==> config.mk <==
export PLATFORM = sky130hd
export DESIGN_NAME = lockstep_top
export DESIGN_NICKNAME = d
export VERILOG_FILES = /design/src/hdl/lockstep_pkg.sv /design/src/hdl/lockstep_top.sv /design/src/hdl/lockstep_compare.sv /design/src/hdl/bus_intg.sv /design/src/hdl/acc_core.sv /design/src/hdl/delay_line.sv /design/src/hdl/shadow_reset_fsm.sv /design/src/hdl/offset_counter.sv
export VERILOG_INCLUDE_DIRS = /design/src /design/src/hdl
export SDC_FILE = /design/constraint.sdc
export NUM_CORES = 1
export LEC_CHECK = 0
export ABC_AREA = 1
export BUFFER_PORTS_ARGS = -buffer_cell sky130_fd_sc_hd__buf_2
export CAP_MARGIN = 20
export CORE_UTILIZATION = 40
export DETAILED_ROUTE_END_ITERATION = 10
export MAX_ROUTING_LAYER = met4
export SLEW_MARGIN = 20
export SYNTH_ARGS = -nofsm -noshare
export SYNTH_HDL_FRONTEND = slang
export SYNTH_HIERARCHICAL = 1
export SYNTH_SLANG_ARGS = --single-unit
export TNS_END_PERCENT = 1
==> constraint.sdc <==
create_clock -name clk_i -period 3.1 [get_ports clk_i]
set_input_delay 0.93 -clock clk_i [delete_from_list [all_inputs] [get_ports clk_i]]
set_output_delay 0.93 -clock clk_i [all_outputs]
set_load 0.03 [all_outputs]
==> src/hdl/lockstep_defs.svh <==
`ifndef LOCKSTEP_DEFS_SVH
`define LOCKSTEP_DEFS_SVH

//////////////////////////////
// Lockstep timing
//////////////////////////////

// Cycles the shadow core trails the main core
`define LOCKSTEP_OFFSET 2

//////////////////////////////
// Bus widths
//////////////////////////////

// Data word on the read and write bus
`define DATA_W 32

// One integrity bit per data byte
`define INTG_W 4

`endif
==> src/hdl/lockstep_pkg.sv <==
package lockstep_pkg;

  `include "lockstep_defs.svh"

  //////////////////////////////
  // Bus words
  //////////////////////////////

  typedef logic [`DATA_W-1:0] data_t;

  // Bit k is the inverted XOR of byte k
  typedef logic [`INTG_W-1:0] intg_t;

  //////////////////////////////
  // Core ports
  //////////////////////////////

  typedef struct packed {
    logic  rvalid;
    data_t rdata;
  } core_in_t;

  typedef struct packed {
    logic  wr_en;
    data_t wdata;
  } core_out_t;

  // Shadow reset sequencing
  typedef enum logic [1:0] {
    HOLD,
    RUN,
    CHECK
  } rst_state_e;

endpackage

==> src/hdl/lockstep_top.sv <==
`timescale 1ns/1ps
`include "lockstep_defs.svh"

module lockstep_top import lockstep_pkg::*; (
  input  logic      clk_i,
  input  logic      rst_ni,
  input  core_in_t  bus_i,
  input  intg_t     rdata_intg_i,
  input  core_out_t core_out_i,
  output intg_t     wdata_intg_o,
  output logic      alert_major_internal_o,
  output logic      alert_major_bus_o
);

  logic      cnt_done;
  logic      shadow_rst_n;
  logic      cmp_en;
  core_in_t  shadow_in;
  core_out_t shadow_out;
  core_out_t core_out_dly;

  //////////////////////////////
  // Reset sequencing
  //////////////////////////////

  offset_counter u_offset_counter (
    .clk_i (clk_i),
    .rst_ni(rst_ni),
    .done_o(cnt_done)
  );

  shadow_reset_fsm u_shadow_reset_fsm (
    .clk_i        (clk_i),
    .rst_ni       (rst_ni),
    .done_i       (cnt_done),
    .shadow_rst_no(shadow_rst_n),
    .cmp_en_o     (cmp_en)
  );

  //////////////////////////////
  // Delays and shadow core
  //////////////////////////////

  delay_line #(
    .WIDTH($bits(core_in_t)),
    .DEPTH(`LOCKSTEP_OFFSET)
  ) u_in_delay (
    .clk_i (clk_i),
    .rst_ni(rst_ni),
    .d_i   (bus_i),
    .q_o   (shadow_in)
  );

  // One more stage to line up with the registered shadow outputs
  delay_line #(
    .WIDTH($bits(core_out_t)),
    .DEPTH(`LOCKSTEP_OFFSET + 1)
  ) u_out_delay (
    .clk_i (clk_i),
    .rst_ni(rst_ni),
    .d_i   (core_out_i),
    .q_o   (core_out_dly)
  );

  acc_core u_shadow_core (
    .clk_i (clk_i),
    .rst_ni(shadow_rst_n),
    .in_i  (shadow_in),
    .out_o (shadow_out)
  );

  //////////////////////////////
  // Checks
  //////////////////////////////

  bus_intg u_bus_intg (
    .clk_i       (clk_i),
    .rst_ni      (rst_ni),
    .bus_i       (bus_i),
    .rdata_intg_i(rdata_intg_i),
    .wdata_i     (core_out_i.wdata),
    .wdata_intg_o(wdata_intg_o),
    .intg_err_o  (alert_major_bus_o)
  );

  lockstep_compare u_compare (
    .clk_i         (clk_i),
    .rst_ni        (rst_ni),
    .cmp_en_i      (cmp_en),
    .shadow_out_i  (shadow_out),
    .core_out_dly_i(core_out_dly),
    .mismatch_o    (alert_major_internal_o)
  );

endmodule

==> src/hdl/lockstep_compare.sv <==
`timescale 1ns/1ps

module lockstep_compare import lockstep_pkg::*; (
  input  logic      clk_i,
  input  logic      rst_ni,
  input  logic      cmp_en_i,
  input  core_out_t shadow_out_i,
  input  core_out_t core_out_dly_i,
  output logic      mismatch_o
);

  core_out_t shadow_q;

  // Extra stage on the shadow side matches the longer main output delay
  always_ff @(posedge clk_i or negedge rst_ni) begin
    if (!rst_ni) begin
      shadow_q <= '0;
    end else begin
      shadow_q <= shadow_out_i;
    end
  end

  assign mismatch_o = cmp_en_i & (shadow_q != core_out_dly_i);

  // Both sides still hold reset values while comparison is off
  a_no_mismatch_idle : assert property (@(posedge clk_i) disable iff (!rst_ni)
    !cmp_en_i |-> (shadow_q == core_out_dly_i));

endmodule

==> src/hdl/bus_intg.sv <==
`timescale 1ns/1ps
`include "lockstep_defs.svh"

module bus_intg import lockstep_pkg::*; (
  input  logic     clk_i,
  input  logic     rst_ni,
  input  core_in_t bus_i,
  input  intg_t    rdata_intg_i,
  input  data_t    wdata_i,
  output intg_t    wdata_intg_o,
  output logic     intg_err_o
);

  // Inverted byte parity
  function automatic intg_t intg_calc(data_t data);
    intg_t code;
    for (int k = 0; k < `INTG_W; k++) begin
      code[k] = ~(^data[8*k +: 8]);
    end
    return code;
  endfunction

  //////////////////////////////
  // Read check
  //////////////////////////////

  logic  rvalid_q;
  data_t rdata_q;
  intg_t rdata_intg_q;

  always_ff @(posedge clk_i or negedge rst_ni) begin
    if (!rst_ni) begin
      rvalid_q <= 1'b0;
    end else begin
      rvalid_q <= bus_i.rvalid;
    end
  end

  always_ff @(posedge clk_i) begin
    rdata_q      <= bus_i.rdata;
    rdata_intg_q <= rdata_intg_i;
  end

  assign intg_err_o = rvalid_q & (intg_calc(rdata_q) != rdata_intg_q);

  // Write side code
  assign wdata_intg_o = intg_calc(wdata_i);

endmodule

==> src/hdl/acc_core.sv <==
`timescale 1ns/1ps

module acc_core import lockstep_pkg::*; (
  input  logic      clk_i,
  input  logic      rst_ni,
  input  core_in_t  in_i,
  output core_out_t out_o
);

  data_t     acc_q;
  data_t     acc_sum;
  core_out_t out_q;

  // Wraps at the data width
  assign acc_sum = acc_q + in_i.rdata;

  always_ff @(posedge clk_i or negedge rst_ni) begin
    if (!rst_ni) begin
      acc_q <= '0;
      out_q <= '0;
    end else begin
      out_q.wr_en <= in_i.rvalid;
      if (in_i.rvalid) begin
        acc_q       <= acc_sum;
        out_q.wdata <= acc_sum;
      end
    end
  end

  // wdata holds the last sum between beats
  assign out_o = out_q;

endmodule

==> src/hdl/delay_line.sv <==
`timescale 1ns/1ps

module delay_line #(
  parameter int unsigned WIDTH = 1,
  parameter int unsigned DEPTH = 1
) (
  input  logic             clk_i,
  input  logic             rst_ni,
  input  logic [WIDTH-1:0] d_i,
  output logic [WIDTH-1:0] q_o
);

  logic [DEPTH-1:0][WIDTH-1:0] stage_q;

  // Stage 0 takes the input, the last stage drives the output
  always_ff @(posedge clk_i or negedge rst_ni) begin
    if (!rst_ni) begin
      stage_q <= '0;
    end else begin
      stage_q[0] <= d_i;
      for (int unsigned i = 1; i < DEPTH; i++) begin
        stage_q[i] <= stage_q[i-1];
      end
    end
  end

  assign q_o = stage_q[DEPTH-1];

endmodule

==> src/hdl/shadow_reset_fsm.sv <==
`timescale 1ns/1ps

module shadow_reset_fsm import lockstep_pkg::*; (
  input  logic clk_i,
  input  logic rst_ni,
  input  logic done_i,
  output logic shadow_rst_no,
  output logic cmp_en_o
);

  rst_state_e state_q, state_d;
  logic       shadow_rst_q;

  always_comb begin
    state_d = state_q;
    unique case (state_q)
      HOLD: begin
        if (done_i) begin
          state_d = RUN;
        end
      end
      // Shadow runs for one cycle before outputs are compared
      RUN: begin
        state_d = CHECK;
      end
      CHECK: begin
        state_d = CHECK;
      end
      default: begin
        state_d = HOLD;
      end
    endcase
  end

  // Shadow reset comes straight from a flop
  always_ff @(posedge clk_i or negedge rst_ni) begin
    if (!rst_ni) begin
      state_q      <= HOLD;
      shadow_rst_q <= 1'b0;
    end else begin
      state_q      <= state_d;
      shadow_rst_q <= (state_d != HOLD);
    end
  end

  assign shadow_rst_no = shadow_rst_q;
  assign cmp_en_o      = (state_q == CHECK);

  a_rst_before_cmp : assert property (@(posedge clk_i) disable iff (!rst_ni)
    $rose(cmp_en_o) |-> $past(shadow_rst_no));

endmodule

==> src/hdl/offset_counter.sv <==
`timescale 1ns/1ps
`include "lockstep_defs.svh"

module offset_counter (
  input  logic clk_i,
  input  logic rst_ni,
  output logic done_o
);

  localparam int unsigned CNT_W = $clog2(`LOCKSTEP_OFFSET + 1);

  logic [CNT_W-1:0] cnt_q, cnt_d;

  // Saturate at the offset
  assign cnt_d = (cnt_q == CNT_W'(`LOCKSTEP_OFFSET)) ? cnt_q : cnt_q + CNT_W'(1);

  // High from the edge that loads the final count onwards
  assign done_o = (cnt_d == CNT_W'(`LOCKSTEP_OFFSET));

  always_ff @(posedge clk_i or negedge rst_ni) begin
    if (!rst_ni) begin
      cnt_q <= '0;
    end else begin
      cnt_q <= cnt_d;
    end
  end

  a_cnt_bound : assert property (@(posedge clk_i) disable iff (!rst_ni)
    cnt_q <= CNT_W'(`LOCKSTEP_OFFSET));

endmodule

# --- Yosys cells after proc, flatten, opt, wreduce, memory -nomap -nowiden ---
# Index checks and enable logic that the tools add are counted.
word_totals:
  regBits: 273
  inputBits: 72
  out_inout_bits: 6
  wordCells: 47
classes:
  add_sub_neg: 2
  eq_ne: 6
  muxes: 3
  bitwise: 10
  n_reduce_logical: 11
ops:
  columns: ["cell", "count"]
  rows:
  - ["parity 8 bit", 8]
  - ["!= test 33 bit", 1]
  - ["adder 32 bit", 1]
  - ["inverter 1 bit", 8]
  - ["equality test 2 bit (second input constant)", 3]
  - ["two-way mux 2 bit", 2]
  - ["!= test 4 bit", 1]
  - ["case mux 2 bit (2 select lines)", 1]
  - ["adder 2 x 1 -> 2 bit (second input constant)", 1]
  - ["AND 1 bit", 2]
  - ["equality test 2 x 1 -> 1 bit (second input constant)", 1]
  - ["zero test 2 bit", 1]
  - ["nonzero test 2 bit", 1]
  - ["OR reduction 2 bit", 1]

# --- Logic depth before layout (Yosys ltp) ---
# Gate-level depths: netlist (run 1).
depth:
  word_depth: 6
  mapped_depth: 13
  mapped_depth_nobuf: 13

# --- By module ---
# Netlist (run 1), hierarchy kept.
modules_own_cells:
  columns: ["mod", "n_inst", "cells_per_inst", "area_per_inst_um2"]
  rows:
  - ["acc_core", 1, 610, 3574.7]
  - ["delay_line (u_out_delay)", 1, 132, 2725.1]
  - ["delay_line (u_in_delay)", 1, 99, 1899.3]
  - ["bus_intg", 1, 179, 1535.2]
  - ["lockstep_compare", 1, 167, 1407.6]
  - ["shadow_reset_fsm", 1, 11, 127.6]
  - ["offset_counter", 1, 5, 70.1]

# --- Worst setup path after synthesis (run 1) ---
# Ideal clock, no wire load.
synth_path:
  path_type: "input to output"
  start: "input core_out_i[1] (netlist bit)"
  end: "output wdata_intg_o[0]"
  arrival_time_ns: 1.760
  t_required_ns: 2.170
  setup_slack_ns: 0.410
  stages: 3
  path_buffers: 0
  path_cell_list: "xor2_1 xor2_1 xnor2_1"
synth_via:
  elab_chain_cells: 2
synth_lines:
  columns: ["item", "line", "source"]
  rows:
  - ["from (decl)", "lockstep_top.sv:9", "input core_out_t core_out_i,"]
  - ["parity 8 bit", "bus_intg.sv:18", "code[k] = ~(^data[8*k +: 8]);"]
  - ["inverter 1 bit", "bus_intg.sv:18", null]
  - ["to (decl)", "lockstep_top.sv:10", "output intg_t wdata_intg_o,"]
# No other way between the ends.

# --- Worst setup path after layout (run 1) ---
layout_path:
  start: "input core_out_i[17] (netlist bit)"
  end: "output wdata_intg_o[2]"
# Same word-level chain as after synthesis.

==> flow_metrics.py, run 1 <==
metrics = {
    "cts": {
        "cts_root_buf": "sky130_fd_sc_hd__clkbuf_16",
        "htree_levels": 1,
        "clkSinkCount": 273,
        "ctsLongestPathBuffers": 3,
        "tritoncts": "done",
        "clk_pin_slew_worst_paths_ns": 0.07,
        "post_cts_resized": 0,
        "post-cts-setup-buffer-count": 0,
        "cts_buffers": 28,
        "cts.hold.buffers_added": 0,
        "clock_latency_ns": 0.54,
    },
    "placement": {
        "place.detailed.hpwl_mm": 15.3,
        "gp_congestion": 0.848,
        "place_inst": 1598,
        "dp_slack_ns": 0.295,
        "portBuffers": 77,
    },
    "cells_and_area": {
        "fraction_of_final_layout_cells_with_drive_strength_greater_than_1": 0.131,
        "most_frequent_standard_cell_in_the_layout_excluding_fill_and_tap_cells": "sky130_fd_sc_hd__nand2_1",
        "layout_stage_area_growth_over_the_synthesis_result_pct": 12.7,
        "design.final.nets": 1357,
        "final_core_density": 0.459,
        "stdcell_count": 1651,
        "mostFrequentLayoutCells": "sky130_fd_sc_hd__nand2_1, sky130_fd_sc_hd__dfrtp_1, sky130_fd_sc_hd__inv_1",
        "n_fill_cell": 2636,
    },
    "drt": {
        "remaining_drc_errors": 0,
        "vias": 6989,
        "ant_nets": 0,
        "detail_route.first_pass.iterations": 4,
        "detail_route.iter0.violations": 376,
        "drt_wl_total_mm": 20.6,
        "wl_per_cell_um": 12.5,
        "vias_per_cell": 4.23,
    },
    "worst_setup_path": {
        "largest_stage_delay_on_the_critical_path_ns": 0.21,
        "worst-path-buf-inv": 3,
        "critical_path.top_delay_family": "buffers and inverters",
        "cp_max_fo": 2,
        "cp-start-kind": "input pin",
        "criticalPathCategory": "in2out",
        "critPathSlowestCell": "sky130_fd_sc_hd__buf_2",
        "critPathRequiredTime_ns": 2.17,
        "worst_ep_arrival_time_ns": 1.86,
        "crit_chain": "buf_2, xor2_1, xor2_1, buf_4, xnor2_1, buf_2",
        "worstSetupEndpointType": "primary output",
    },
    "power_and_ir_drop": {
        "intPower_w": 0.00748,
        "share_of_total_power_in_the_clock_network": 0.313,
        "pwr_density_cell_mw_per_mm2": 882,
        "power.ir.vdd_worst_uv": 449,
        "comb_power_share": 0.284,
        "power.share.switching": 0.336,
        "power_leakage_nw": 6.65,
        "p_sw_w": 0.00378,
        "sequentialPowerShare": 0.403,
    },
    "synthesis": {
        "synth-seq-cells": 273,
        "count_of_flip_flops_with_a_built_in_enable_after_synthesis": 0,
        "share_of_synthesized_area_spent_on_multiplexers": 0,
        "synth_sequential_area_ratio": 0.587,
        "post_synth_inst_count": 1203,
        "synth-compound-area-share": 0.0212,
        "syn_area_mm2": 0.0113,
        "synth_top_family_by_area": "simple AND/OR/NAND/NOR gates",
        "synthFlopType": "sky130_fd_sc_hd__dfrtp_1",
        "synthSimpleGateAreaFrac": 0.192,
        "synthXorXnorAreaFrac": 0.0556,
        "synth_fa_ha_area_frac": 0.0393,
        "synth_cell_type_count": 32,
        "postSynth.asyncResetShare": 0.868,
        "synthesis.area_per_instance_um2": 9.43,
        "syn_nets": 1310,
        "yosys_warnings": 6,
    },
    "floorplanning": {
        "die_width_um": 170,
        "initial_utilization": 0.407,
        "core.rowCount": 61,
        "io-pin-count": 78,
        "fp.coreArea_mm2": 0.0279,
        "floorplan.die_area_mm2": 0.0290,
        "dieHeight_um": 170,
    },
    "sta": {
        "postLayoutSetupSlackWorst_ns": 0.313,
        "final.period_utilization": 0.899,
        "finClkSkew_ns": 0.0156,
        "finalSetupViolCount": 0,
        "finalHoldViolCount": 0,
        "slew_headroom": 0.490,
        "report.final.slew_viol_count": 0,
        "hold_ws_ns": 0.315,
        "rsz_0062_raised_after_global_routing": "no",
        "worst-slew-pin-transition_ns": 0.765,
        "finalWorstPathRequiredPeriod_ns": 2.79,
        "setup_tns_ns": 0,
        "max_freq_mhz": 359,
    },
    "flow_run": {
        "drv_cap": 0,
    },
    "run_status": {
        "status": "finished clean",
    },
    "grt": {
        "global_route.usage.total": 0.156,
        "global_route_wire_length_before_repair_mm": 34.2,
        "grt_antenna_before_repair": 1,
        "total_congestion_overflow": 0,
        "grt_pass1_vias": 6870,
        "grt_start_max_net_pins": 73,
    },
    "hold_path": {
        "worst_hold_check_path_type": "reg2async",
    },
}
## cell type report
| cell class | count | area [um^2] | area share |
|---|---|---|---|
| timing repair buffer | 89 | 497 | 0.0389 |
| clock buffer | 36 | 762 | 0.0596 |
| tap | 378 | 473 | 0.0370 |
| inverter | 178 | 668 | 0.0523 |
| multi-input combinational | 680 | 3500 | 0.274 |
| sequential | 273 | 6650 | 0.521 |
| antenna | 1 | 2.50 | 0.000196 |
| clock inverter | 16 | 223 | 0.0174 |
## Yosys cell counts (2+ instances only)
cell / number / area (um^2)
sky130_fd_sc_hd__nand2_1: 375 / 1410
sky130_fd_sc_hd__dfrtp_1: 237 / 5930
sky130_fd_sc_hd__inv_1: 173 / 649
sky130_fd_sc_hd__buf_4: 66 / 495
sky130_fd_sc_hd__nor2_1: 62 / 233
sky130_fd_sc_hd__nand3_1: 55 / 275
sky130_fd_sc_hd__xnor2_1: 52 / 455
sky130_fd_sc_hd__dfxtp_1: 36 / 721
sky130_fd_sc_hd__ha_1: 34 / 425
sky130_fd_sc_hd__a21oi_1: 22 / 110
sky130_fd_sc_hd__xor2_1: 20 / 175
sky130_fd_sc_hd__nand2_2: 18 / 113
sky130_fd_sc_hd__o21ai_0: 8 / 40.0
sky130_fd_sc_hd__o21ai_1: 7 / 35.0
sky130_fd_sc_hd__nand3_2: 5 / 50.1
sky130_fd_sc_hd__nand3b_1: 4 / 30.0
sky130_fd_sc_hd__buf_2: 3 / 15.0
sky130_fd_sc_hd__clkbuf_1: 3 / 11.3
sky130_fd_sc_hd__inv_2: 3 / 11.3
sky130_fd_sc_hd__nand4_1: 3 / 18.8
sky130_fd_sc_hd__o21bai_1: 3 / 22.5
sky130_fd_sc_hd__clkinv_1: 2 / 7.51
sky130_fd_sc_hd__nor2_4: 2 / 22.5
sky130_fd_sc_hd__nor3_1: 2 / 10.0
## kinds of logic after synthesis
group | after synthesis
compound gates | 44
xor+xnor | 72
fa+ha+maj | 35
buf+inv | 250
flops | 273
simple gates | 529
## final timing paths
kind,from,endpoint,slack (ns),cells past startpoint
min reg2reg,u_shadow_reset_fsm/shadow_rst_no,u_shadow_core/acc_q[22],0.31,0
max,core_out_i[17],wdata_intg_o[2],0.31,6
max in group asynchronous,rst_ni,u_out_delay/stage_q[44],2.02,2
min,u_shadow_reset_fsm/shadow_rst_no,u_shadow_core/acc_q[22],0.31,0
max reg2reg,u_shadow_core/acc_q[0],u_shadow_core/acc_q[28],0.87,10
min in group clk_i,u_in_delay/stage_q[16],u_in_delay/q_o[16],0.34,0
## routing by layer
layer  GRT usage  part of all wire  vias to the layer above
li1            -                 -                     3669
met1       0.219              0.51                     3173
met2       0.227              0.43                      112
met3      0.0258             0.039                       35
met4      0.0521             0.025                        0
met5           -                 0                        -
## registers in the layout (all words and copies together) (netlist names)
name                              count
u_offset_counter/cnt_q                2
u_bus_intg/rdata_q                   32
u_shadow_core/out_o                   1
u_out_delay/stage_q                  66
u_shadow_core/acc_q                  32
u_compare/shadow_q                   33
u_in_delay/q_o                       33
u_bus_intg/rdata_intg_q               4
u_shadow_reset_fsm/state_q            2
u_out_delay/q_o                      33
u_in_delay/stage_q                   33
u_shadow_reset_fsm/shadow_rst_no      1
u_bus_intg/rvalid_q                   1
## stage by stage
stage          instance area [um^2]  power, W
2_1_floorplan                 11300   0.00695
3_3_place_gp                  11800   0.00776
3_5_place_dp                  11800   0.00780
4_1_cts                       12800    0.0114
5_1_grt                       12800    0.0121
6_report                      12800    0.0113
## worst register-to-register path, stage by stage, from the launching register on
cell and delay [ns]:
sky130_fd_sc_hd__dfrtp_1 0.43, sky130_fd_sc_hd__ha_1 0.25, sky130_fd_sc_hd__fa_1 0.48, sky130_fd_sc_hd__nand3_1 0.12, sky130_fd_sc_hd__nand3_1 0.19, sky130_fd_sc_hd__nand3_1 0.15, sky130_fd_sc_hd__nand3_2 0.12, sky130_fd_sc_hd__nand2_1 0.14
sky130_fd_sc_hd__nand3_1 0.08, sky130_fd_sc_hd__nand3_1 0.09, sky130_fd_sc_hd__nand2_1 0.05
## power groups by stage
| stage | sequential [W] | clock [W] | combinational, W |
|---|---|---|---|
| 2_1_floorplan | 0.00441 | 0 | 0.00254 |
| 3_3_place_gp | 0.00460 | 0 | 0.00316 |
| 3_5_place_dp | 0.00461 | 0 | 0.00320 |
| 4_1_cts | 0.00454 | 0.00364 | 0.00321 |
| 5_1_grt | 0.00461 | 0.00378 | 0.00368 |
| 6_report | 0.00454 | 0.00353 | 0.00320 |
(Power assumes the default switching activity.)
==> run 2: changes to the inputs <==
--- a/config.mk
+++ b/config.mk
@@ -8,10 +8,12 @@
 export LEC_CHECK = 0
 export ABC_AREA = 1
 export BUFFER_PORTS_ARGS = -buffer_cell sky130_fd_sc_hd__buf_2
-export CAP_MARGIN = 20
+export CAP_MARGIN = 25
 export CORE_UTILIZATION = 40
+export CTS_BUF_LIST = sky130_fd_sc_hd__clkbuf_2
 export DETAILED_ROUTE_END_ITERATION = 10
 export MAX_ROUTING_LAYER = met4
+export SETUP_SLACK_MARGIN = 0.15
 export SLEW_MARGIN = 20
 export SYNTH_ARGS = -nofsm -noshare
 export SYNTH_HDL_FRONTEND = slang
==> run 2 against run 1 <==
Register-to-register slack barely moved. Final area fell by 2.4%. Critical path type is now reg2out. Worst hold slack got worse by 0.19 ns. Die area did not move. Clock skew rose by 0.013 ns.
==> flow_metrics.py, run 2 (synthesized netlist as in run 1, its figures left out) <==
metrics = {
    "drt": {
        "vias": 7337,
        "remaining_drc_errors": 0,
        "ant_nets": 0,
        "drt_wl_total_mm": 21.0,
        "detail_route.iter0.violations": 285,
        "vias_per_cell": 4.27,
        "wl_per_cell_um": 12.2,
        "detail_route.first_pass.iterations": 5,
    },
    "power_and_ir_drop": {
        "p_sw_w": 0.00378,
        "pwr_density_cell_mw_per_mm2": 802,
        "comb_power_share": 0.321,
        "power.ir.vdd_worst_uv": 243,
        "intPower_w": 0.00622,
        "sequentialPowerShare": 0.453,
        "power_leakage_nw": 6.68,
        "share_of_total_power_in_the_clock_network": 0.226,
        "power.share.switching": 0.378,
    },
    "sta": {
        "finalWorstPathRequiredPeriod_ns": 3.01,
        "worst-slew-pin-transition_ns": 0.780,
        "finalSetupViolCount": 0,
        "rsz_0062_raised_after_global_routing": "yes",
        "max_freq_mhz": 332,
        "finClkSkew_ns": 0.0288,
        "slew_headroom": 0.480,
        "report.final.slew_viol_count": 0,
        "finalHoldViolCount": 0,
        "final.period_utilization": 0.971,
        "hold_ws_ns": 0.124,
        "postLayoutSetupSlackWorst_ns": 0.0894,
    },
    "grt": {
        "busiest_layer": "met2",
        "grt_antenna_before_repair": 1,
        "global_route.usage.total": 0.162,
        "total_congestion_overflow": 0,
        "grtUsageMet2": 0.232,
        "globalRouteMet1Util": 0.215,
        "grt_start_max_net_pins": 73,
        "global_route_wire_length_before_repair_mm": 35.0,
        "grt_pass1_vias": 7300,
        "groute.layer.met3.usage": 0.0377,
    },
    "worst_setup_path": {
        "worstSetupEndpointType": "primary output",
        "criticalPathCategory": "reg2out",
        "critPathRequiredTime_ns": 2.17,
        "worst_ep_arrival_time_ns": 2.08,
        "cp_max_fo": 2,
        "cp-start-kind": "flop",
    },
    "floorplanning": {
        "io-pin-count": 78,
        "die_width_um": 170,
        "floorplan.die_area_mm2": 0.0290,
        "fp.coreArea_mm2": 0.0279,
        "dieHeight_um": 170,
        "initial_utilization": 0.407,
        "core.rowCount": 61,
    },
    "cts": {
        "htree_levels": 3,
        "cts_buffers": 72,
        "cts_root_buf": "sky130_fd_sc_hd__clkbuf_2",
        "clock_latency_ns": 0.80,
        "clkSinkCount": 273,
        "ctsLongestPathBuffers": 3,
        "cts.hold.buffers_added": 0,
        "tritoncts": "done",
        "clk_pin_slew_worst_paths_ns": 0.11,
    },
    "placement": {
        "place.detailed.hpwl_mm": 15.3,
        "dp_slack_ns": 0.295,
        "gp_congestion": 0.848,
        "portBuffers": 77,
        "place_inst": 1598,
    },
    "cells_and_area": {
        "final_core_density": 0.448,
        "largest_register": "u_out_delay/stage_q",
        "design.final.nets": 1401,
        "largest_register_ffs": 66,
        "mostFrequentLayoutCells": "sky130_fd_sc_hd__nand2_1, sky130_fd_sc_hd__dfrtp_1, sky130_fd_sc_hd__inv_1",
        "fraction_of_final_layout_cells_with_drive_strength_greater_than_1": 0.192,
        "layout_stage_area_growth_over_the_synthesis_result_pct": 9.99,
        "most_frequent_standard_cell_in_the_layout_excluding_fill_and_tap_cells": "sky130_fd_sc_hd__nand2_1",
        "stdcell_count": 1720,
    },
    "flow_run": {
        "drv_cap": 0,
    },
    "run_status": {
        "status": "finished clean",
    },
    "hold_path": {
        "worst_hold_check_path_type": "in2async",
    },
}
==> run 2: cell types whose count changed in the layout (fill, tap and decap cells not counted), sizes merged <==
cell	change
clkbuf	+68
bufinv	-5
clkinv	+5
inv	+2
clkinvlp	-1
==> run 2: per-stage QoR <==
stage / setup TNS [ns] / total power (W) / cell area [um^2]
after floorplan: 0 / 0.00695 / 11300
after global placement: 0 / 0.00776 / 11800
after detailed placement: 0 / 0.00780 / 11800
after CTS: 0 / 0.0102 / 12400
after global routing: -0.337 / 0.0109 / 12500
final: 0 / 0.0100 / 12500
==> run 2: what timing repair did <==
| action | 4_1_cts | 5_1_grt |
|---|---|---|
| setup buffers | 0 | 0 |
| gates resized for setup | 17 | 11 |
| pin swaps | 11 | 8 |
| endpoints found under the setup margin | 2 | 2 |
==> run 2: cell type report <==
cell class	instances	area, um^2
multi-input cells	680	3570
diodes	1	2.50
flip-flops and latches	273	6660
well taps	378	473
clock buffers	104	520
inverters	178	668
clock inverters	17	75.1
repair buffers	89	502
fillers	2757	15400
==> run 2: worst paths after layout <==
kind | startpoint | endpoint | slack [ns] | cells past startpoint
max | u_bus_intg/rdata_q[30] | alert_major_bus_o | 0.09 | 10
min | rst_ni | u_in_delay/q_o[0] | 0.12 | 1
max reg2reg | u_shadow_core/acc_q[0] | u_shadow_core/acc_q[28] | 0.86 | 10
min reg2reg | u_shadow_reset_fsm/shadow_rst_no | u_shadow_core/out_o[32] | 0.32 | 0
max in group asynchronous | u_shadow_reset_fsm/shadow_rst_no | u_shadow_core/acc_q[17] | 2.02 | 1
min in group clk_i | core_out_i[32] | u_out_delay/stage_q[32] | 0.22 | 1
==> run 2: worst max-delay path, stage by stage (launching register included) <==
cell and delay [ns]:
sky130_fd_sc_hd__dfxtp_2 0.34, sky130_fd_sc_hd__xnor2_2 0.21, sky130_fd_sc_hd__inv_1 0.06, sky130_fd_sc_hd__nand3_1 0.08
sky130_fd_sc_hd__nand2_1 0.08, sky130_fd_sc_hd__nand2_2 0.07, sky130_fd_sc_hd__nand2_2 0.07, sky130_fd_sc_hd__nand2_2 0.08
sky130_fd_sc_hd__nor2_1 0.04, sky130_fd_sc_hd__nor2_1 0.10, sky130_fd_sc_hd__buf_4 0.17
==> run 2: power groups by stage <==
| stage | logic [W] | clock network, W | registers (W) |
|---|---|---|---|
| final | 0.00321 | 0.00226 | 0.00453 |
| after global routing | 0.00371 | 0.00257 | 0.00461 |
| after CTS | 0.00323 | 0.00239 | 0.00454 |
| after detailed placement | 0.00320 | 0 | 0.00461 |
| after global placement | 0.00316 | 0 | 0.00460 |
| after floorplan | 0.00254 | 0 | 0.00441 |
==> run 2: metal layers <==
layer  vias up  wire [um]
met5         -          0
met4         0        692
met3        50       1010
met2       165       9170
met1      3321      10100
li1       3801          -
